### src/design/conv_defs.svh
`ifndef CONV_DEFS_SVH
`define CONV_DEFS_SVH

// ---------------------------------------------------------------------
// sram format
// ---------------------------------------------------------------------
`define CONV_ADDR_W 12
`define CONV_WORD_W 16
`define CONV_END_MARKER 16'hffff

// pixel and weight bytes, header size field
`define CONV_PIX_W 8
`define CONV_SIZE_W 8

// signed sum of nine products
`define CONV_ACC_W 20

// ---------------------------------------------------------------------
// kernel geometry
// ---------------------------------------------------------------------
`define CONV_KERNEL 3
`define CONV_TAPS 9
// nine weights packed two per word
`define CONV_WEIGHT_WORDS 5

`endif

### src/design/conv_pkg.sv
`include "conv_defs.svh"

package conv_pkg;

  // scalar types
  typedef logic [`CONV_ADDR_W-1:0] sram_addr_t;
  typedef logic [`CONV_SIZE_W-1:0] mat_size_t;
  typedef logic signed [`CONV_PIX_W-1:0] pixel_t;
  typedef logic signed [`CONV_ACC_W-1:0] acc_t;

  // header view, size in the low byte
  typedef struct packed {
    logic [`CONV_WORD_W-`CONV_SIZE_W-1:0] reserved;
    mat_size_t                            size;
  } header_t;

  // pixel view, low byte comes first in memory
  typedef struct packed {
    pixel_t hi;
    pixel_t lo;
  } pixel_pair_t;

  typedef union packed {
    header_t     hdr;
    pixel_pair_t pix;
  } sram_word_u;

  // control for one tap, travels with the read addresses
  typedef struct packed {
    logic first;
    logic last;
    logic pix_hi;
    logic wgt_hi;
  } tap_ctrl_t;

  typedef struct packed {
    logic valid;
    acc_t sum;
  } conv_result_t;

endpackage

### src/design/conv_sequencer.sv
`timescale 1ns/1ns
`include "conv_defs.svh"

module conv_sequencer
  import conv_pkg::*;
(
  input  logic       clk,
  input  logic       reset_b,
  input  logic       dut_run,
  input  sram_word_u input_word,
  input  logic       matrix_done,
  output logic       header_fetch,
  output logic       start,
  output sram_addr_t header_addr,
  output mat_size_t  size,
  output logic       dut_busy
);

  localparam int AREA_W = 2 * `CONV_SIZE_W;

  typedef enum logic [1:0] {
    ST_IDLE,
    ST_HDR_ADDR,
    ST_HDR_CHECK,
    ST_CONV
  } seq_state_t;

  seq_state_t        state;
  seq_state_t        next_state;
  logic              is_end;
  logic [AREA_W-1:0] area;
  sram_addr_t        matrix_span;

  // ---------------------------------------------------------------------
  // state machine
  // ---------------------------------------------------------------------
  always_ff @(posedge clk)
  begin
    if (!reset_b)
      state <= ST_IDLE;
    else
      state <= next_state;
  end

  // whole word compared, not just the size byte
  assign is_end = (input_word == `CONV_END_MARKER);

  always_comb
  begin
    next_state = state;
    case (state)
      ST_IDLE:
        if (dut_run)
          next_state = ST_HDR_ADDR;
      ST_HDR_ADDR:
        next_state = ST_HDR_CHECK;
      ST_HDR_CHECK:
        next_state = is_end ? ST_IDLE : ST_CONV;
      ST_CONV:
        if (matrix_done)
          next_state = ST_HDR_ADDR;
      default:
        next_state = ST_IDLE;
    endcase
  end

  assign header_fetch = (state == ST_HDR_ADDR);
  assign start        = (state == ST_HDR_CHECK) && !is_end;

  // ---------------------------------------------------------------------
  // header address and matrix size
  // ---------------------------------------------------------------------
  // header word plus N*N/2 pixel words
  assign area        = AREA_W'(size) * AREA_W'(size);
  assign matrix_span = sram_addr_t'(area >> 1) + sram_addr_t'(1);

  always_ff @(posedge clk)
  begin
    if (!reset_b)
      header_addr <= '0;
    else if (state == ST_IDLE && dut_run)
      header_addr <= '0;
    else if (matrix_done)
      header_addr <= header_addr + matrix_span;
  end

  always_ff @(posedge clk)
  begin
    if (!reset_b)
      size <= '0;
    else if (start)
      size <= input_word.hdr.size;
  end

  // busy from the first header address until the end marker is seen
  always_ff @(posedge clk)
  begin
    if (!reset_b)
      dut_busy <= 1'b0;
    else
      dut_busy <= (next_state != ST_IDLE);
  end

endmodule

### src/design/window_addr_gen.sv
`timescale 1ns/1ns
`include "conv_defs.svh"

module window_addr_gen
  import conv_pkg::*;
(
  input  logic       clk,
  input  logic       reset_b,
  input  logic       header_fetch,
  input  logic       start,
  input  sram_addr_t header_addr,
  input  mat_size_t  size,
  output sram_addr_t input_read_address,
  output sram_addr_t weight_read_address,
  output tap_ctrl_t  tap,
  output logic       matrix_done
);

  localparam int TAP_W     = $clog2(`CONV_TAPS);
  localparam int WGT_IDX_W = $clog2(`CONV_WEIGHT_WORDS);
  localparam logic [1:0] TAP_LAST = 2'(`CONV_KERNEL - 1);

  logic                 active;
  logic [1:0]           tap_row;
  logic [1:0]           tap_col;
  mat_size_t            win_row;
  mat_size_t            win_col;

  logic                 tap_row_end;
  logic                 tap_col_end;
  logic                 win_row_end;
  logic                 win_col_end;
  mat_size_t            win_last;
  mat_size_t            pix_row;
  mat_size_t            pix_col;
  sram_addr_t           pix_index;
  sram_addr_t           pixel_base;
  logic [TAP_W-1:0]     tap_idx;
  logic [WGT_IDX_W-1:0] wgt_word;

  // ---------------------------------------------------------------------
  // window and tap counters
  // ---------------------------------------------------------------------
  assign win_last    = size - mat_size_t'(`CONV_KERNEL);
  assign tap_col_end = (tap_col == TAP_LAST);
  assign tap_row_end = (tap_row == TAP_LAST);
  assign win_col_end = (win_col == win_last);
  assign win_row_end = (win_row == win_last);

  assign matrix_done = active && tap_row_end && tap_col_end && win_row_end && win_col_end;

  always_ff @(posedge clk)
  begin
    if (!reset_b)
      active <= 1'b0;
    else if (start)
      active <= 1'b1;
    else if (matrix_done)
      active <= 1'b0;
  end

  // taps run column first, windows row-major
  always_ff @(posedge clk)
  begin
    if (!reset_b || start)
    begin
      tap_row <= '0;
      tap_col <= '0;
      win_row <= '0;
      win_col <= '0;
    end
    else if (active)
    begin
      if (tap_col_end)
      begin
        tap_col <= '0;
        if (tap_row_end)
        begin
          tap_row <= '0;
          if (win_col_end)
          begin
            win_col <= '0;
            win_row <= win_row_end ? '0 : win_row + mat_size_t'(1);
          end
          else
            win_col <= win_col + mat_size_t'(1);
        end
        else
          tap_row <= tap_row + 2'd1;
      end
      else
        tap_col <= tap_col + 2'd1;
    end
  end

  // ---------------------------------------------------------------------
  // read addresses
  // ---------------------------------------------------------------------
  assign pix_row    = win_row + mat_size_t'(tap_row);
  assign pix_col    = win_col + mat_size_t'(tap_col);
  assign pix_index  = sram_addr_t'(pix_row) * sram_addr_t'(size) + sram_addr_t'(pix_col);
  assign pixel_base = header_addr + sram_addr_t'(1);

  assign input_read_address = header_fetch ? header_addr : pixel_base + (pix_index >> 1);

  // flattened kernel index, two weights per word
  assign tap_idx  = TAP_W'(tap_row) * TAP_W'(`CONV_KERNEL) + TAP_W'(tap_col);
  assign wgt_word = tap_idx[TAP_W-1:1];

  assign weight_read_address = sram_addr_t'(wgt_word);

  // all zero outside a matrix so no strobe leaks out
  always_comb
  begin
    tap.first  = active && (tap_row == 2'd0) && (tap_col == 2'd0);
    tap.last   = active && tap_row_end && tap_col_end;
    tap.pix_hi = active && pix_index[0];
    tap.wgt_hi = active && tap_idx[0];
  end

endmodule

### src/design/mac_unit.sv
`timescale 1ns/1ns
`include "conv_defs.svh"

module mac_unit
  import conv_pkg::*;
(
  input  logic         clk,
  input  logic         reset_b,
  input  tap_ctrl_t    tap,
  input  sram_word_u   input_word,
  input  sram_word_u   weight_word,
  output conv_result_t result
);

  tap_ctrl_t                      tap_q;
  pixel_t                         pix_sel;
  pixel_t                         wgt_sel;
  logic signed [2*`CONV_PIX_W-1:0] product;
  acc_t                           product_ext;
  acc_t                           sum_next;
  acc_t                           acc;
  logic                           result_valid;
  acc_t                           result_sum;

  // ---------------------------------------------------------------------
  // align tap control with the sram data
  // ---------------------------------------------------------------------
  always_ff @(posedge clk)
  begin
    if (!reset_b)
      tap_q <= '0;
    else
      tap_q <= tap;
  end

  // byte select
  assign pix_sel = tap_q.pix_hi ? input_word.pix.hi : input_word.pix.lo;
  assign wgt_sel = tap_q.wgt_hi ? weight_word.pix.hi : weight_word.pix.lo;

  // ---------------------------------------------------------------------
  // multiply-accumulate
  // ---------------------------------------------------------------------
  assign product     = pix_sel * wgt_sel;
  assign product_ext = acc_t'(product);
  assign sum_next    = tap_q.first ? product_ext : acc + product_ext;

  // runs freely between matrices, the first tap reloads it
  always_ff @(posedge clk)
  begin
    acc <= sum_next;
  end

  // result strobe one cycle after the aligned last tap
  always_ff @(posedge clk)
  begin
    if (!reset_b)
      result_valid <= 1'b0;
    else
      result_valid <= tap_q.last;
  end

  // sum holds until the next strobe
  always_ff @(posedge clk)
  begin
    if (tap_q.last)
      result_sum <= sum_next;
  end

  assign result = '{valid: result_valid, sum: result_sum};

endmodule

### src/design/conv_engine_top.sv
`timescale 1ns/1ns

module conv_engine_top
  import conv_pkg::*;
(
  input  logic         clk,
  input  logic         reset_b,
  input  logic         dut_run,
  output sram_addr_t   input_sram_read_address,
  input  sram_word_u   input_sram_read_data,
  output sram_addr_t   weights_sram_read_address,
  input  sram_word_u   weights_sram_read_data,
  output conv_result_t result,
  output logic         dut_busy
);

  logic       header_fetch;
  logic       start;
  sram_addr_t header_addr;
  mat_size_t  size;
  logic       matrix_done;
  tap_ctrl_t  tap;

  // matrix level control
  conv_sequencer u_sequencer (
    .clk          (clk),
    .reset_b      (reset_b),
    .dut_run      (dut_run),
    .input_word   (input_sram_read_data),
    .matrix_done  (matrix_done),
    .header_fetch (header_fetch),
    .start        (start),
    .header_addr  (header_addr),
    .size         (size),
    .dut_busy     (dut_busy)
  );

  // one tap per cycle, addresses and tap control together
  window_addr_gen u_addr_gen (
    .clk                 (clk),
    .reset_b             (reset_b),
    .header_fetch        (header_fetch),
    .start               (start),
    .header_addr         (header_addr),
    .size                (size),
    .input_read_address  (input_sram_read_address),
    .weight_read_address (weights_sram_read_address),
    .tap                 (tap),
    .matrix_done         (matrix_done)
  );

  mac_unit u_mac (
    .clk         (clk),
    .reset_b     (reset_b),
    .tap         (tap),
    .input_word  (input_sram_read_data),
    .weight_word (weights_sram_read_data),
    .result      (result)
  );

endmodule

### config.mk
export PLATFORM = sky130hd
export DESIGN_NAME = conv_engine_top
export DESIGN_NICKNAME = d
export VERILOG_FILES = /design/src/design/conv_pkg.sv /design/src/design/conv_sequencer.sv /design/src/design/window_addr_gen.sv /design/src/design/mac_unit.sv /design/src/design/conv_engine_top.sv
export VERILOG_INCLUDE_DIRS = /design/src /design/src/design
export SDC_FILE = /design/constraint.sdc
export NUM_CORES = 1
export LEC_CHECK = 0
export BUFFER_PORTS_ARGS = -buffer_cell sky130_fd_sc_hd__buf_2
export CORE_MARGIN = 5
export CORE_UTILIZATION = 40
export DETAILED_ROUTE_END_ITERATION = 8
export PLACE_DENSITY = 0.69
export SLEW_MARGIN = 0
export SYNTH_ARGS = -nofsm -noshare
export SYNTH_HDL_FRONTEND = slang
export SYNTH_HIERARCHICAL = 1
export SYNTH_SLANG_ARGS = --single-unit
### constraint.sdc
create_clock -name clk -period 6.65 [get_ports clk]
set_clock_uncertainty 0.2 [all_clocks]
set_input_delay 0.3325 -clock clk [delete_from_list [all_inputs] [get_ports clk]]
set_output_delay 0.3325 -clock clk [all_outputs]
set_load 0.005 [all_outputs]
==> impl_metrics.py <==
metrics = {
    "logic_synthesis": {
        "synthesis.area_um2": 12100,
        "syn_avg_cell_area_um2": 8.71,
        "yosysUniqueCellTypes": 82,
        "synthArstFlopShare_pct": 0,
        "ys.flop_type": "dfxtp_1",
        "yosys_warnings": 6,
        "synth_edf_count": 20,
        "synthCells": 1390,
        "ys_seq_elements": 89,
        "synth-seq-area-share_pct": 16.4,
    },
    "timing": {
        "setup_ws_ns": -0.00986,
        "setup_viol": 1,
        "setup_tns_ns": -0.00986,
        "worst_pin_slew_ns": 1.11,
        "fin_hold_ws_ns": 0.0911,
        "period_needed_ns": 6.66,
        "fmax_mhz": 150,
        "rsz0062_at_grt": "yes",
        "finalMaxSlewViolations": 0,
        "finalHoldViolCount": 0,
        "max_slew_margin_pct": 26.1,
        "fin_crit_sh_pct": 100,
    },
    "worst_setup_path": {
        "end_kind": "primary output",
        "required_ns": 6.12,
        "startpoint_type": "flip-flop",
        "cp.arrival_ns": 6.13,
        "setup.worst_path.class": "flip-flop to primary output",
        "timing.rr.end": "u_mac/result_sum[19]$_DFFE_PP_",
        "regToRegSetupSlack_ns": 0.24,
        "worst-path-max-fanout": 6,
        "rr_worst_depth": 27,
        "reg2reg_from": "u_mac/tap_q[1]$_SDFF_PN0_",
    },
    "grt": {
        "grt_pass1_wl_um": 47400,
        "grtUsageTotal_pct": 16.9,
        "antenna_found_initial": 1,
        "overflow": 0,
        "grt_pass1_vias": 9760,
        "grt_max_degree": 40,
    },
    "floorplan": {
        "die_area_um2": 33800,
        "core_area_um2": 29800,
        "die_y_um": 184,
        "core.rowCount": 63,
        "die_x_um": 184,
        "initial_core_util_pct": 40.6,
        "ios": 81,
    },
    "finish": {
        "areaGrowthSynthToFinish_pct": 18.0,
        "final_util_pct": 48.0,
        "antenna_cells": 0,
        "num-fill-cells": 2749,
        "fin_area_um2": 14300,
        "drive_above_1_share_pct": 21.2,
        "finish.net_count": 1829,
    },
    "worst_hold_path": {
        "hold_start": "input_sram_read_data[1]",
        "hold_path_depth": 3,
        "hold_path_end": "u_sequencer/size[1]$_SDFFE_PN0P_",
        "hold_class": "input pin to flip-flop",
    },
    "clock_network": {
        "clock-sinks": 89,
        "cts.path.max_buffers": 2,
        "cts_buffers": 9,
        "hold_buffers": 0,
        "clkTransAtPathRegs_ns": 0.07,
        "htree_levels": 3,
        "cts_tree": "built",
        "insertion_delay_ns": 0.35,
        "clock-root-buffer": "clkbuf_16",
    },
    "pwr": {
        "powerDensity_nw_per_um2": 438,
        "p_leak_nw": 6.76,
        "peakVddDrop_mv": 0.453,
    },
    "detailed_routing": {
        "firstDrtPassIters": 5,
        "drt_iter0_drc": 531,
        "detail-route-antenna-nets": 0,
        "wl_um": 28700,
        "avgViaCountPerCell": 5.03,
        "avgRoutedWirePerCell_um": 14.9,
        "drc_errors": 0,
        "vias": 9713,
    },
    "placement": {
        "routabilityCongestion": 0.877,
        "dp.final_hpwl_um": 23000,
        "pre_cts_slack_ns": -0.0710,
        "io_buffers": 71,
        "placed_area_um2": 13300,
    },
    "flow_run": {
        "max_cap_viol_count": 0,
    },
    "run_status": {
        "violations": "setup timing",
        "status": "complete, but fails checks",
    },
}
-- critical path: stages, from the launching register on --
cell and delay (ns):
dfxtp_4 0.36, ha_4 0.16, fa_2 0.40, buf_12 0.16, xor2_4 0.21, nand2_2 0.08, fa_1 0.50, inv_1 0.04
ha_1 0.28, ha_1 0.28, inv_1 0.05, fa_1 0.49, inv_2 0.05, ha_4 0.16, fa_2 0.42, a21oi_4 0.20
nor2_4 0.07, nor2_2 0.15, xnor2_1 0.09, ha_2 0.17, or4_4 0.55, o311ai_4 0.28, nor2b_4 0.20, o31a_1 0.18
xnor2_1 0.12, buf_2 0.13
-- where the power goes --
group / leakage, nW / internal (mW) / total [mW] / switching (mW)
logic: 5.86 / 2.22 / 4.86 / 2.64
clock network: 0.143 / 0.265 / 0.495 / 0.230
registers: 0.750 / 0.865 / 0.909 / 0.0438
-- worst max-delay path by stage --
stage | startpoint | to | slack (ns) | cells after the start
floorplan | u_mac/tap_q[1]$_SDFF_PN0_ | u_mac/result_sum[19]$_DFFE_PP_ | 0.07 | 24
global placement | u_addr_gen/tap_row[0]$_SDFFE_PP0P_ | input_sram_read_address[9] | 0.07 | 25
detailed placement | u_mac/tap_q[0]$_SDFF_PN0_ | u_mac/result_sum[19]$_DFFE_PP_ | -0.07 | 26
CTS | u_addr_gen/tap_row[0]$_SDFFE_PP0P_ | input_sram_read_address[7] | 0.008 | 24
global route | u_addr_gen/tap_row[0]$_SDFFE_PP0P_ | input_sram_read_address[11] | -0.21 | 25
finish | u_addr_gen/tap_row[0]$_SDFFE_PP0P_ | input_sram_read_address[11] | -0.01 | 25
-- cells by family after synthesis --
group | share of synthesized area, %
buffers and inverters | 8.55
adders and majority gates | 34.5
other | 0.0310
DFF | 16.4
AOI/OAI and AO/OA | 11.4
muxes | 3.53
and+or+nand+nor | 16.9
xor gates and xnor gates | 8.70
-- cells in the final DEF (no fill, tap or decap), types with 16 or more instances in the layout --
cell / netlist / layout
fa_1: 125 / 121
buf_2: 8 / 71
nand2_1: 123 / 117
a21oi_1: 47 / 38
edfxtp_1: 20 / 20
o21ai_0: 47 / 33
nor2b_1: 29 / 28
nand3_1: 17 / 16
mux2i_1: 36 / 35
buf_4: 10 / 94
nor2_1: 108 / 105
ha_1: 134 / 118
and2_1: 53 / 53
xnor2_1: 72 / 64
a21o_1: 18 / 18
dfxtp_1: 69 / 61
inv_1: 217 / 205
xor2_1: 42 / 39
-- metrics by stage --
stage          power, mW  std cells
2_1_floorplan       4.17       1398
3_3_place_gp        5.18       1893
5_1_grt             6.95       1930
3_5_place_dp        5.29       1893
6_report            6.26       1930
4_1_cts             5.83       1918
-- registers in the layout, summed over array words and instances (netlist names), 2 cells and up --
signal	count
u_addr_gen/tap_col	2
u_mac/tap_q	4
u_sequencer/size	8
u_mac/acc	20
u_mac/result_sum	20
u_addr_gen/win_row	8
u_addr_gen/tap_row	2
u_sequencer/state	2
u_sequencer/header_addr	12
u_addr_gen/win_col	8
-- area by class of cell --
cell class / count / area, um2 / area share, %
clock buffer: 10 / 239 / 1.67
clock inverter: 6 / 38.8 / 0.271
inverter: 217 / 817 / 5.72
multi-input combinational: 1048 / 9580 / 67.0
sequential: 89 / 2000 / 14.0
tap: 390 / 488 / 3.41
timing repair buffer: 170 / 1130 / 7.88
-- synthesized netlist by cell type (4+ instances only) --
| library cell | instances | area (um2) |
|---|---|---|
| a21oi_1 | 47 | 235 |
| o21ai_0 | 47 | 235 |
| ha_1 | 134 | 1680 |
| mux2_2 | 6 | 67.6 |
| nand4_1 | 10 | 62.6 |
| a21o_1 | 18 | 135 |
| o21a_1 | 9 | 67.6 |
| o21ai_1 | 5 | 25.0 |
| fa_1 | 125 | 2500 |
| o31ai_1 | 5 | 37.5 |
| nor4_1 | 4 | 25.0 |
| and2_1 | 53 | 332 |
| xor2_1 | 42 | 368 |
| o211ai_1 | 4 | 30.0 |
| nor2b_1 | 29 | 181 |
| inv_1 | 217 | 815 |
| a21boi_0 | 8 | 60.1 |
| o22ai_1 | 11 | 68.8 |
| dfxtp_1 | 69 | 1380 |
| and3_1 | 8 | 50.1 |
| nand3_1 | 17 | 85.1 |
| or2_2 | 15 | 93.8 |
| o21bai_1 | 4 | 30.0 |
| xnor2_1 | 72 | 631 |
| clkbuf_1 | 24 | 90.1 |
| o21ai_2 | 4 | 35.0 |
| nand2b_1 | 9 | 56.3 |
| mux2i_1 | 36 | 360 |
| buf_4 | 10 | 75.1 |
| buf_2 | 8 | 40.0 |
| nor3_1 | 10 | 50.1 |
| or3_1 | 8 | 50.1 |
| nand2_1 | 123 | 462 |
| a211oi_1 | 6 | 45.0 |
| nor2_1 | 108 | 405 |
| edfxtp_1 | 20 | 601 |
-- layer usage --
metal	global-route usage, %	routed length (um)
met2	26.6	12900
met4	4.23	589
met5	0	0
met3	2.53	1230
met1	24.5	14000
-- timing repair --
action | CTS | global route
resized for setup | 42 | 80
hold endpoints to repair | 0 | 0
pin swaps | 26 | 55
endpoints found under the setup margin | 6 | 18
buffers inserted | 9 | 12
No activity file was read; power rests on OpenSTA's default activity.
